$ cat src/verilog/flow_params.svh
// pool size is 2**BPTR_NBITS; the consumer must keep outstanding credits below 2**ALLOC_CREDIT_NBITS.
`ifndef FLOW_PARAMS_SVH
`define FLOW_PARAMS_SVH

// ======================================================================
// buffer pool sizing.
// ======================================================================

// pointer width. 4 bits gives a pool of 16 buffers.
`define BPTR_NBITS 4

// entries in the show-ahead stage in front of the consumer.
`define PREFETCH_DEPTH 2

// ======================================================================
// allocation flow control.
// ======================================================================

`define ALLOC_CREDIT_NBITS 3 // at most 7 credits outstanding.

`endif

$ cat src/verilog/flow_pkg.sv
// widths follow flow_params.svh; the init states are ordered to match the init sequence.
`include "flow_params.svh"

package flow_pkg;

    // ======================================================================
    // datapath types.
    // ======================================================================

    // one buffer pointer.
    typedef logic [`BPTR_NBITS-1:0] buf_ptr_t;

    // free-buffer or fifo occupancy, one bit wider so a full pool fits.
    typedef logic [`BPTR_NBITS:0] buf_count_t;

    typedef logic [`ALLOC_CREDIT_NBITS-1:0] credit_t; // consumer credits held.

    // ======================================================================
    // free list init sequence.
    // ======================================================================

    typedef enum logic [1:0] {
        INIT_IDLE   = 2'd0, // entered from reset or re-init.
        RESET_FREEB = 2'd1, // fifos cleared here.
        INIT_FREEB  = 2'd2, // one pointer written per cycle.
        INIT_DONE   = 2'd3  // pool live.
    } init_state_e;

endpackage

$ cat src/verilog/alloc_credit_ctrl.sv
// one pointer per credit; the consumer must never hold more credits than the counter can count.
module alloc_credit_ctrl
    import flow_pkg::*;
(
    input  logic     clk,
    input  logic     rst_n,
    input  logic     alloc_credit,  // one credit per pulse.
    input  logic     init_done,
    input  logic     freeb_empty,
    input  buf_ptr_t free_buf_ptr,
    output logic     free_buf_rd,   // pop toward the free list.
    output logic     alloc_valid,
    output buf_ptr_t alloc_ptr
);

    credit_t credit_cnt;
    logic    has_credit;

    // ======================================================================
    // pop decision. combinational so the head is taken this cycle.
    // ======================================================================

    assign has_credit  = (credit_cnt != '0);
    assign free_buf_rd = has_credit & init_done & ~freeb_empty;

    // ======================================================================
    // credit counter.
    // ======================================================================

    always_ff @(posedge clk) begin
        if (!rst_n) begin
            credit_cnt <= '0;
        end else begin
            case ({alloc_credit, free_buf_rd})
                2'b10:   credit_cnt <= credit_cnt + 1'b1; // grant only.
                2'b01:   credit_cnt <= credit_cnt - 1'b1; // spend only.
                default: credit_cnt <= credit_cnt;        // both cancel.
            endcase
        end
    end

    // ======================================================================
    // toward the consumer. one cycle after the pop.
    // ======================================================================

    always_ff @(posedge clk) begin
        if (!rst_n) begin
            alloc_valid <= 1'b0;
        end else begin
            alloc_valid <= free_buf_rd;
        end
    end

    always_ff @(posedge clk) begin
        if (free_buf_rd) begin
            alloc_ptr <= free_buf_ptr; // held until the next pop.
        end
    end

endmodule

$ cat src/verilog/buf_alloc_top.sv
// no release back-pressure; the source never releases more than was allocated.
module buf_alloc_top
    import flow_pkg::*;
(
    input  logic       clk,
    input  logic       rst_n,
    input  logic       freeb_init,   // re-init after init_done.
    input  logic       rel_valid,
    input  buf_ptr_t   rel_ptr,
    input  logic       alloc_credit,
    output logic       alloc_valid,
    output buf_ptr_t   alloc_ptr,
    output logic       init_done,
    output buf_count_t free_count,
    output logic       freeb_empty
);

    // ======================================================================
    // free list to allocator.
    // ======================================================================

    logic     free_buf_rd;   // pop strobe.
    buf_ptr_t free_buf_ptr;  // prefetch head.

    // pointer pool with init, release and prefetch.
    flow_free_list u_free_list (
        .clk          (clk),
        .rst_n        (rst_n),
        .freeb_init   (freeb_init),
        .rel_valid    (rel_valid),
        .rel_ptr      (rel_ptr),
        .free_buf_rd  (free_buf_rd),
        .free_buf_ptr (free_buf_ptr),
        .freeb_empty  (freeb_empty),
        .init_done    (init_done),
        .free_count   (free_count)
    );

    // credit flow control toward the consumer.
    alloc_credit_ctrl u_alloc_ctrl (
        .clk          (clk),
        .rst_n        (rst_n),
        .alloc_credit (alloc_credit),
        .init_done    (init_done),
        .freeb_empty  (freeb_empty),
        .free_buf_ptr (free_buf_ptr),
        .free_buf_rd  (free_buf_rd),
        .alloc_valid  (alloc_valid),
        .alloc_ptr    (alloc_ptr)
    );

endmodule

$ cat src/verilog/flow_free_list.sv
// releases during init are not supported; free_buf_rd must only be raised while freeb_empty is low.
module flow_free_list
    import flow_pkg::*;
(
    input  logic       clk,
    input  logic       rst_n,
    input  logic       freeb_init,   // re-init request, honoured in INIT_DONE.
    input  logic       rel_valid,
    input  buf_ptr_t   rel_ptr,
    input  logic       free_buf_rd,  // pop, pointer taken same cycle.
    output buf_ptr_t   free_buf_ptr,
    output logic       freeb_empty,
    output logic       init_done,
    output buf_count_t free_count
);

    init_state_e init_st;
    init_state_e nxt_init_st;

    // release path, one stage of registering before the ram fifo.
    logic     rel_valid_d1;
    buf_ptr_t rel_ptr_d1;

    // ram fifo side.
    logic     fifo_clr;
    logic     init_wr;
    logic     fifo_wr;
    logic     fifo_wr_d1;
    logic     fifo_rd;
    logic     fifo_rd_d1;
    logic     fifo_empty;
    buf_ptr_t fifo_din;
    buf_ptr_t fifo_dout;
    buf_ptr_t fifo_wptr;

    // prefetch side.
    logic pf_wr;
    logic pf_rd;
    logic pf_full;
    logic pf_fullm1;

    // ======================================================================
    // init state machine.
    // ======================================================================

    always_comb begin
        nxt_init_st = init_st;
        case (init_st)
            INIT_IDLE:   nxt_init_st = RESET_FREEB;
            RESET_FREEB: nxt_init_st = INIT_FREEB;
            INIT_FREEB:  if (&fifo_wptr) nxt_init_st = INIT_DONE; // last pointer going in.
            INIT_DONE:   if (freeb_init) nxt_init_st = INIT_IDLE;
            default:     nxt_init_st = INIT_IDLE;
        endcase
    end

    always_ff @(posedge clk) begin
        if (!rst_n) begin
            init_st   <= INIT_IDLE;
            init_done <= 1'b0;
        end else begin
            init_st   <= nxt_init_st;
            init_done <= (init_st == INIT_DONE); // one cycle behind the state.
        end
    end

    assign fifo_clr = (init_st == RESET_FREEB);
    assign init_wr  = (init_st == INIT_FREEB);

    // ======================================================================
    // ram fifo write. init pointers or registered releases.
    // ======================================================================

    always_ff @(posedge clk) begin
        rel_ptr_d1 <= rel_ptr; // payload, no reset.
    end

    always_ff @(posedge clk) begin
        if (!rst_n) begin
            rel_valid_d1 <= 1'b0;
            fifo_rd_d1   <= 1'b0;
            fifo_wr_d1   <= 1'b0;
        end else begin
            rel_valid_d1 <= rel_valid;
            fifo_rd_d1   <= fifo_rd;  // ram dout valid now.
            fifo_wr_d1   <= fifo_wr;  // count follows a write by one cycle.
        end
    end

    // during init the write pointer itself is the next free buffer.
    assign fifo_din = init_wr ? fifo_wptr : rel_ptr_d1;
    assign fifo_wr  = init_wr | rel_valid_d1;

    // ======================================================================
    // prefetch feed.
    // ======================================================================

    // hold off when a read in flight would fill the last slot.
    assign fifo_rd = (init_st == INIT_DONE) & ~fifo_empty &
                     ~(pf_full | (pf_wr & pf_fullm1));
    assign pf_wr   = fifo_rd_d1;
    assign pf_rd   = init_done & free_buf_rd;

    ptr_ram_fifo u_ram_fifo (
        .clk   (clk),
        .rst_n (rst_n),
        .clr   (fifo_clr),
        .din   (fifo_din),
        .wr    (fifo_wr),
        .rd    (fifo_rd),
        .dout  (fifo_dout),
        .wptr  (fifo_wptr),
        .count (),          // pool occupancy is tracked by free_count.
        .full  (),          // depth equals the pool, never fills.
        .empty (fifo_empty)
    );

    ptr_prefetch_fifo u_prefetch_fifo (
        .clk    (clk),
        .rst_n  (rst_n),
        .clr    (fifo_clr),
        .din    (fifo_dout),
        .wr     (pf_wr),
        .rd     (pf_rd),
        .dout   (free_buf_ptr),
        .full   (pf_full),
        .fullm1 (pf_fullm1),
        .empty  (freeb_empty)
    );

    // ======================================================================
    // free-buffer count.
    // ======================================================================

    always_ff @(posedge clk) begin
        if (!rst_n || fifo_clr) begin
            free_count <= '0;
        end else begin
            free_count <= free_count + buf_count_t'(fifo_wr_d1) - buf_count_t'(pf_rd);
        end
    end

endmodule

$ cat src/verilog/ptr_prefetch_fifo.sv
// small flop fifo with show-ahead output; the feeder must respect full and fullm1.
`include "flow_params.svh"

module ptr_prefetch_fifo
    import flow_pkg::*;
(
    input  logic     clk,
    input  logic     rst_n,
    input  logic     clr,
    input  buf_ptr_t din,
    input  logic     wr,
    input  logic     rd,
    output buf_ptr_t dout,   // head entry while not empty.
    output logic     full,
    output logic     fullm1, // one slot left.
    output logic     empty
);

    localparam int DEPTH = `PREFETCH_DEPTH;
    localparam int AW    = (DEPTH > 1) ? $clog2(DEPTH) : 1;
    localparam int CW    = $clog2(DEPTH + 1);

    buf_ptr_t        mem [DEPTH];
    logic [AW-1:0]   wptr;
    logic [AW-1:0]   rptr;
    logic [CW-1:0]   count;
    logic            do_wr;
    logic            do_rd;

    // wrap at DEPTH, which need not be a power of two.
    function automatic logic [AW-1:0] next_ptr(input logic [AW-1:0] p);
        next_ptr = (p == AW'(DEPTH - 1)) ? '0 : p + 1'b1;
    endfunction

    assign do_wr  = wr & ~full & ~clr;
    assign do_rd  = rd & ~empty & ~clr;
    assign dout   = mem[rptr]; // show-ahead.
    assign full   = (count == CW'(DEPTH));
    assign fullm1 = (count == CW'(DEPTH - 1));
    assign empty  = (count == '0);

    always_ff @(posedge clk) begin
        if (do_wr) begin
            mem[wptr] <= din; // payload only.
        end
    end

    always_ff @(posedge clk) begin
        if (!rst_n || clr) begin
            wptr  <= '0;
            rptr  <= '0;
            count <= '0;
        end else begin
            if (do_wr) wptr <= next_ptr(wptr);
            if (do_rd) rptr <= next_ptr(rptr);
            case ({do_wr, do_rd})
                2'b10:   count <= count + 1'b1;
                2'b01:   count <= count - 1'b1;
                default: count <= count;
            endcase
        end
    end

endmodule

$ cat src/verilog/ptr_ram_fifo.sv
// depth is fixed at 2**BPTR_NBITS; dout is valid the cycle after rd, writes when full are dropped.
`include "flow_params.svh"

module ptr_ram_fifo
    import flow_pkg::*;
(
    input  logic       clk,
    input  logic       rst_n,
    input  logic       clr,     // restart pointers and count.
    input  buf_ptr_t   din,
    input  logic       wr,
    input  logic       rd,
    output buf_ptr_t   dout,
    output buf_ptr_t   wptr,    // next slot to be written.
    output buf_count_t count,
    output logic       full,
    output logic       empty
);

    localparam int DEPTH = 1 << `BPTR_NBITS;

    buf_ptr_t mem [DEPTH];
    buf_ptr_t rptr;
    logic     do_wr;
    logic     do_rd;

    // guard the strobes so a bad request cannot corrupt the count.
    assign do_wr = wr & ~full & ~clr;
    assign do_rd = rd & ~empty & ~clr;

    assign full  = (count == buf_count_t'(DEPTH));
    assign empty = (count == '0);

    // ======================================================================
    // storage. synchronous read, no reset on the array or dout.
    // ======================================================================

    always_ff @(posedge clk) begin
        if (do_wr) begin
            mem[wptr] <= din;
        end
        if (do_rd) begin
            dout <= mem[rptr]; // lands one cycle after rd.
        end
    end

    // ======================================================================
    // pointers and occupancy.
    // ======================================================================

    always_ff @(posedge clk) begin
        if (!rst_n || clr) begin
            wptr  <= '0;
            rptr  <= '0;
            count <= '0;
        end else begin
            if (do_wr) begin
                wptr <= wptr + 1'b1; // natural wrap, depth is a power of two.
            end
            if (do_rd) begin
                rptr <= rptr + 1'b1;
            end
            case ({do_wr, do_rd})
                2'b10:   count <= count + 1'b1;
                2'b01:   count <= count - 1'b1;
                default: count <= count; // idle or both.
            endcase
        end
    end

endmodule
$ cat config.mk
export PLATFORM = sky130hd
export DESIGN_NAME = buf_alloc_top
export DESIGN_NICKNAME = d
export VERILOG_FILES = /design/src/verilog/flow_pkg.sv /design/src/verilog/alloc_credit_ctrl.sv /design/src/verilog/buf_alloc_top.sv /design/src/verilog/flow_free_list.sv /design/src/verilog/ptr_prefetch_fifo.sv /design/src/verilog/ptr_ram_fifo.sv
export VERILOG_INCLUDE_DIRS = /design/src /design/src/verilog
export SDC_FILE = /design/constraint.sdc
export NUM_CORES = 1
export LEC_CHECK = 0
export ABC_AREA = 1
export BUFFER_PORTS_ARGS = -buffer_cell sky130_fd_sc_hd__buf_2
export CORE_ASPECT_RATIO = 0.7
export CORE_MARGIN = 2
export CORE_UTILIZATION = 29
export DETAILED_ROUTE_END_ITERATION = 8
export GPL_ROUTABILITY_DRIVEN = 0
export SLEW_MARGIN = 25
export SYNTH_ARGS = -nofsm -noshare
export SYNTH_HDL_FRONTEND = slang
export SYNTH_SLANG_ARGS = --single-unit
$ cat constraint.sdc
create_clock -name clk -period 2.5 [get_ports clk]
set_clock_uncertainty 0.15 [all_clocks]
set_input_delay 0.5 -clock clk [delete_from_list [all_inputs] [get_ports clk]]
set_output_delay 0.5 -clock clk [all_outputs]
set_load 0.01 [all_outputs]
==> results of run 1 <==
-- cells in the mapped netlist --
cell | number | area, µm²
nand2_1 | 110 | 412.9
edfxtp_1 | 80 | 2402
nor2_1 | 66 | 247.7
inv_1 | 55 | 206.5
dfxtp_1 | 36 | 720.7
a21oi_1 | 35 | 175.2
o21ai_0 | 26 | 130.1
ha_1 | 23 | 287.8
nand3_1 | 22 | 110.1
o21ai_1 | 10 | 50.05
buf_2 | 6 | 30.03
inv_2 | 6 | 22.52
xor2_1 | 6 | 52.55
nor3_1 | 5 | 25.02
o211ai_1 | 5 | 37.54
clkbuf_1 | 3 | 11.26
fa_1 | 3 | 60.06
a31oi_1 | 2 | 12.51
a211oi_1 | 1 | 7.510
buf_4 | 1 | 7.510
clkinv_1 | 1 | 3.750
nand2_2 | 1 | 6.260
nand4_1 | 1 | 6.260
nor2_2 | 1 | 6.260
nor2_4 | 1 | 11.26
nor3b_1 | 1 | 7.510
xnor2_1 | 1 | 8.760
-- final timing paths --
path / from / endpoint / slack, ns / depth (start not counted)
setup / recovery: u_free_list.u_prefetch_fifo.count[1]$_SDFFE_PP0P_ / u_free_list.free_count[4]$_SDFF_PP0_ / 0.16 / 14
hold / removal: rel_ptr[1] / u_free_list.rel_ptr_d1[1]$_DFF_P_ / 0.04 / 1
setup reg to reg: u_free_list.u_prefetch_fifo.count[1]$_SDFFE_PP0P_ / u_free_list.free_count[4]$_SDFF_PP0_ / 0.16 / 14
hold reg to reg: u_free_list.rel_valid_d1$_SDFF_PN0_ / u_free_list.fifo_wr_d1$_SDFF_PN0_ / 0.30 / 2
-- cell type report --
type | instances | area [µm²] | share of cell area
inverters | 62 | 232.7 | 0.03759
clock inverters | 15 | 188.9 | 0.03052
flip-flops and latches | 116 | 3124 | 0.5046
repair buffers | 37 | 227.7 | 0.03678
clock buffers | 17 | 425.4 | 0.06871
well taps | 231 | 289.0 | 0.04669
multi-input cells | 320 | 1703 | 0.2751
-- per-layer routing --
| layer | part of all wire | wire length [µm] | track usage |
|---|---|---|---|
| met2 | 0.44 | 4675 | 0.1889 |
| met4 | 0.018 | 194 | 0.06018 |
| met5 | 0 | 0 | 0 |
| met1 | 0.49 | 5254 | 0.1612 |
| met3 | 0.056 | 602 | 0.03405 |
-- logic make-up (layout without fill, tap and decap cells) --
family	Yosys count	after routing	synth area share
compound gates	79	79	0.08160
xor+xnor	7	7	0.01212
fa+ha+maj	26	26	0.06875
buf+inv	72	131	0.05564
flops	116	116	0.6172
simple gates	208	208	0.1647
-- state kept, by name (all words and copies together) (netlist names) --
register                           count
u_free_list.init_done                  1
u_free_list.fifo_rd_d1                 1
u_free_list.u_ram_fifo.mem            64
u_free_list.free_count                 5
u_alloc_ctrl.alloc_valid               1
u_free_list.u_prefetch_fifo.rptr       1
u_free_list.fifo_wr_d1                 1
u_free_list.rel_ptr_d1                 4
u_free_list.u_prefetch_fifo.count      2
u_free_list.u_prefetch_fifo.wptr       1
u_free_list.u_ram_fifo.rptr            4
u_free_list.rel_valid_d1               1
u_free_list.init_st                    2
u_alloc_ctrl.alloc_ptr                 4
u_free_list.u_ram_fifo.wptr            4
u_free_list.u_prefetch_fifo.mem        8
u_alloc_ctrl.credit_cnt                3
u_free_list.u_ram_fifo.count           5
u_free_list.u_ram_fifo.dout            4
-- cell usage in the layout (no fill, tap or decap), types with 2 or more instances in the layout --
master / instances
nand2_1: 109
edfxtp_1: 80
nor2_1: 64
inv_1: 53
dfxtp_1: 35
a21oi_1: 33
o21ai_0: 23
nand3_1: 21
buf_2: 20
ha_1: 18
clkbuf_16: 17
buf_4: 17
o21ai_1: 13
inv_2: 8
xor2_1: 6
o211ai_1: 5
nor3_1: 5
clkinvlp_4: 5
ha_2: 4
bufinv_16: 4
nor2_2: 3
clkinv_1: 3
clkinv_2: 3
nand2_2: 2
a31oi_1: 2
a21oi_2: 2
fa_2: 2
-- what timing repair did --
action | 4_1_cts | 5_1_grt
setup endpoints to repair | 1 | 4
buffers inserted | 0 | 1
pin swaps | 0 | 4
resized for setup | 1 | 18
-- stage by stage --
step	TNS, ns	hold slack [ns]
floorplan	0	0.2715
global route	0	0.02287
detailed placement	-0.005064	0.2897
global placement	0	0.2872
CTS	0	0.02503
finish	0	0.04041
-- power by group --
part           leakage [nW]  internal (mW)  switching [mW]
Clock                 0.286           1.65           0.848
Sequential             1.02           2.28          0.0785
Combinational          1.17          0.310           0.682
Total                  2.48           4.24            1.61
==> results.json, run 1 <==
{
  "status": "complete, no violations",
  "htreeDepth": 4,
  "postRouteWirelength_um": 10730,
  "grt_max_degree": 39,
  "dp_cells": 765,
  "yosysSeqAreaShare": 0.6172,
  "cpPeakStageDelay_ns": 0.37,
  "fin_crit_sh": 0.9377,
  "die_width_um": 161.9,
  "firstDrtPassIters": 5,
  "num_rows": 40,
  "grt_pass1_vias": 3480,
  "drt_iter0_markers": 245,
  "fin_nets": 589,
  "gr-total-overflow": 0,
  "avgSynthCellArea_um2": 9.960,
  "cts_tree": "done",
  "end_kind": "register",
  "ir_worst_vdd_mv": 0.4998,
  "crit_top_cell": "nand2_1",
  "ys_ff_latch": 116,
  "worstPathRequired_ns": 2.70,
  "track_usage": 0.1231,
  "worst_slack_ns": 0.1557,
  "crit_buf_inv": 3,
  "final_core_util": 0.3617,
  "top_level_ports": 21,
  "hp-class": "input port to register",
  "insertion_delay_ns": 0.41,
  "antenna_found_initial": 0,
  "cts_buffer_depth": 2,
  "wl_per_cell_um": 13.44,
  "hpwl_um": 7237,
  "drive_above_1_share": 0.1623,
  "min_period_ns": 2.344,
  "die_area_um2": 18540,
  "ys_types": 27,
  "clock.fmax_ghz": 0.4266,
  "postCtsHoldBufs": 0,
  "initial_core_util": 0.2956,
  "max-cap-violations": 0,
  "slew_headroom": 0.4635,
  "final_cells": 798,
  "slowest_stage": "fa_2",
  "dpl_cell_area_um2": 5523,
  "cp_top_family": "adder cells",
  "setup_violations": 0,
  "rsz0062_at_grt": "true",
  "yosysWarnings": 0,
  "cts-buffers-inserted": 17,
  "preCtsSetupSlack_ns": -0.005064,
  "dieHeight_um": 114.5,
  "core_um2": 17120,
  "cp_max_fo": 3,
  "hold_viol_final": 0,
  "arrival_ns": 2.54,
  "syn_nets": 543,
  "num_vias": 3586,
  "path_cells": "inv_2, ha_2, nor2_1, nand2_1, inv_1, ha_1, inv_1, ha_2, fa_2, nand2_1, nand2_1, a21oi_2, o21ai_0, a21oi_1",
  "area_growth_pct": 22.35,
  "io_buffers": 20,
  "powerDensity_nw_per_um2": 944.4,
  "synthCells": 508,
  "cts-root-buf": "clkbuf_16",
  "setup.worst_path.class": "register to register",
  "drc_errors": 0,
  "netlist_area_um2": 5060,
  "worst_pin_slew_ns": 0.8038,
  "diodes": 0,
  "antenna_left": 0,
  "post_drt_via_cell_ratio": 4.494,
  "power.leakage_nw": 2.476,
  "num-fill-cells": 1676,
  "cp-start-kind": "register",
  "clock-sinks": 116,
  "final_area_um2": 6191,
  "grt_pass1_wl_um": 17270,
  "p_total_mw": 5.847,
  "clkSlewWorstSetupHoldPaths_ns": 0.06,
  "final_max_slew_viol_count": 0
}
Power figures use the tool's default switching activity.
==> run 2, diff against run 1 <==
--- a/config.mk
+++ b/config.mk
@@ -6,13 +6,13 @@
 export SDC_FILE = /design/constraint.sdc
 export NUM_CORES = 1
 export LEC_CHECK = 0
-export ABC_AREA = 1
 export BUFFER_PORTS_ARGS = -buffer_cell sky130_fd_sc_hd__buf_2
 export CORE_ASPECT_RATIO = 0.7
 export CORE_MARGIN = 2
 export CORE_UTILIZATION = 29
 export DETAILED_ROUTE_END_ITERATION = 8
 export GPL_ROUTABILITY_DRIVEN = 0
+export PLACE_DENSITY = 0.46
 export SLEW_MARGIN = 25
 export SYNTH_ARGS = -nofsm -noshare
 export SYNTH_HDL_FRONTEND = slang
==> run 2 against run 1 <==
  * The run now ends with negative setup slack left
  * Hold slack got worse by 0.0028 ns
  * Wire length fell by 5.8%
  * Fmax fell by 6.3%
  * Worst setup slack got worse by 0.16 ns
  * Critical path depth fell by 3
  * Sequential share of layout area fell by 0.30 points
  * Die area fell by 2.6%
  * Combinational power fell by 15%
  * Utilization rose by 1.8 points
  * Global-route usage fell by 0.33 points
  * Largest cell class unchanged
  * Highest routed layer unchanged
==> results.json, run 2 <==
{
  "fin_crit_sh": 1.000,
  "cts_tree": "done",
  "final_common_cell": "edfxtp_1",
  "clkSlewWorstSetupHoldPaths_ns": 0.06,
  "antenna_found_initial": 0,
  "switchingPower_mw": 1.456,
  "clock-sinks": 116,
  "seqCellArea_um2": 3133,
  "insertion_delay_ns": 0.41,
  "ys.flop_type": "edfxtp_1",
  "num_rows": 39,
  "post_drt_via_cell_ratio": 4.431,
  "violations": "negative setup slack",
  "postCtsHoldBufs": 0,
  "rsz0062_at_grt": "true",
  "yosysMostFrequentCell": "edfxtp_1",
  "die_area_um2": 18060,
  "track_usage": 0.1198,
  "syn_nets": 393,
  "max-cap-violations": 0,
  "path_cells": "inv_2, ha_4, nand2b_4, a221o_1, nor2_4, ha_4, ha_4, a21o_1, a21oi_2, mux2i_1, mux2i_1",
  "cts-root-buf": "clkbuf_16",
  "pwr-share-clk": 0.451,
  "worst_slack_ns": -0.001031,
  "drive_above_1_share": 0.3019,
  "crit_top_cell": "ha_4",
  "ys_types": 33,
  "arrival_ns": 2.69,
  "final_core_util": 0.3798,
  "num-fill-cells": 1568,
  "num_vias": 2876,
  "synth_edf_count": 80,
  "cpPeakStageDelay_ns": 0.35,
  "layout_common_cells": "edfxtp_1 (80), nor2_1 (41), dfxtp_1 (30)",
  "synth_top_area_frac": 0.4877,
  "avgSynthCellArea_um2": 13.76,
  "gr-total-overflow": 0,
  "hp-class": "input port to register",
  "worst_pin_slew_ns": 0.5874,
  "p_sw_frac": 0.2548,
  "final_max_slew_viol_count": 0,
  "area_growth_pct": 26.80,
  "cp_max_fo": 5,
  "fin_nets": 446,
  "largest_reg_flops": 64,
  "multi_input_area_um2": 1813,
  "synth_common_cells": "edfxtp_1 (80), nor2_1 (42), dfxtp_1 (36)",
  "setup_violations": 1,
  "antenna_left": 0,
  "cts-buffers-inserted": 17,
  "ir_worst_vdd_mv": 0.4643,
  "powerDensity_nw_per_um2": 915.0,
  "seq_power_share": 0.402,
  "grt_pass1_wl_um": 15950,
  "grt_max_degree": 19,
  "end_kind": "register",
  "slew_headroom": 0.6054,
  "diodes": 0,
  "netlist_area_um2": 4926,
  "worstPathRequired_ns": 2.69,
  "wl_per_cell_um": 15.56,
  "ys_ff_latch": 116,
  "yosysTopAreaCell": "edfxtp_1",
  "synth.area.top_cells": "edfxtp_1 (49%), dfxtp_1 (15%), ha_1 (5.8%), mux2i_1 (4.5%), mux4_2 (3.7%)",
  "status": "finished with violations",
  "min_period_ns": 2.501,
  "initial_core_util": 0.2996,
  "drc_errors": 0,
  "firstDrtPassIters": 4,
  "drt_iter0_markers": 201,
  "internal_power_mw": 4.259,
  "top_level_ports": 21,
  "yosysSeqAreaShare": 0.6340,
  "clock.fmax_ghz": 0.3998,
  "cts_buffer_depth": 2,
  "yosysWarnings": 0,
  "postRouteWirelength_um": 10100,
  "hpwl_um": 7053,
  "grt_pass1_vias": 2830,
  "core_um2": 16440,
  "dieHeight_um": 113.0,
  "power_frac_comb": 0.147,
  "setup.worst_path.class": "register to register",
  "setup-tns-final_ns": -0.001031,
  "synthCells": 358,
  "hold_viol_final": 0,
  "slowest_stage": "dfxtp_2",
  "synthArstFlopShare": 0,
  "top_regs": "u_free_list.u_ram_fifo.mem: 64 flops, u_free_list.u_prefetch_fifo.mem: 8 flops",
  "top_register": "u_free_list.u_ram_fifo.mem",
  "die_width_um": 159.8,
  "io_buffers": 20,
  "htreeDepth": 4,
  "power.leakage_nw": 2.227,
  "cp-start-kind": "register"
}
run 2: cell types whose count changed in the layout (fill, tap and decap cells not counted), moves of 10 or more:
cell and delta:
o21ai_0 -16, nand2_1 -98, a21oi_1 -25, nand3_1 -18, buf_4 +10, o21ai_1 -13
inv_1 -35, nor2_1 -23, mux2i_1 +22
run 2: worst max-delay path, delay by kind of cell (launching register included):
kind,cells,cell delay [ns]
muxes,2,0.43
and+or+nand+nor,2,0.28
buffers and inverters,1,0.06
AOI/OAI and AO/OA,3,0.61
adders and majority gates,3,0.56
DFF,1,0.35
run 2: power groups by stage:
stage,Sequential [mW],Combinational [mW],Clock (mW)
after global routing,2.31,0.929,2.73
after detailed placement,2.33,0.798,0
final,2.30,0.842,2.58
after global placement,2.32,0.777,0
after floorplan,2.33,0.508,0
after CTS,2.29,0.810,2.63
run 2: kinds of logic after synthesis:
kind of cell,Yosys count,synth area share
compound gates,40,0.05461
simple gates,85,0.08026
flops,116,0.6340
mux,38,0.09957
fa+ha+maj,26,0.07061
buf+inv,36,0.03073
xor+xnor,17,0.03023
run 2: path summary, 6_finish.rpt:
path	from	end	slack, ns	cells after the start
max reg2reg	u_free_list.u_prefetch_fifo.count[0]$_SDFFE_PP0P_	u_free_list.u_ram_fifo.count[4]$_SDFFE_PP0P_	-0.001	11
min reg2reg	u_free_list.u_ram_fifo.dout[3]$_DFFE_PP_	u_free_list.u_prefetch_fifo.mem[0][3]$_DFFE_PP_	0.29	0
min	rel_ptr[0]	u_free_list.rel_ptr_d1[0]$_DFF_P_	0.04	1
max	u_free_list.u_prefetch_fifo.count[0]$_SDFFE_PP0P_	u_free_list.u_ram_fifo.count[4]$_SDFFE_PP0P_	-0.001	11
run 2: per-stage QoR:
step                      worst slack [ns]  power [mW]  hold slack [ns]  instance area [µm²]  instances
after global placement            -0.06608       3.099           0.2861                 5507        610
after floorplan                   -0.04005       2.834           0.2715                 5052        358
final                            -0.001031       5.715          0.03759                 6246        649
after CTS                        -0.001895       5.728          0.01844                 6152        642
after global routing               -0.1194       5.965          0.02265                 6246        649
after detailed placement          -0.05429       3.124           0.2852                 5507        610
run 2: layout make-up:
class / count / share of cell area
sequential: 116 / 0.5016
clock buffer: 17 / 0.06811
tap: 225 / 0.04507
timing repair buffer: 47 / 0.04848
inverter: 23 / 0.01382
clock inverter: 15 / 0.03265
multi-input combinational: 206 / 0.2903
run 2: timing repair:
item,CTS,global route
endpoints found under the setup margin,2,4
endpoints found under the hold margin,0,0
pin swaps,5,12
setup buffers,0,7
resized for setup,6,11
run 2: per-layer routing:
layer | vias to the layer above | track usage | routed length, µm
met5 | - | 0 | 0
met4 | 0 | 0.05826 | 152
met3 | 14 | 0.03629 | 417
met2 | 48 | 0.1481 | 3878
met1 | 1410 | 0.1848 | 5652
li1 | 1404 | - | -
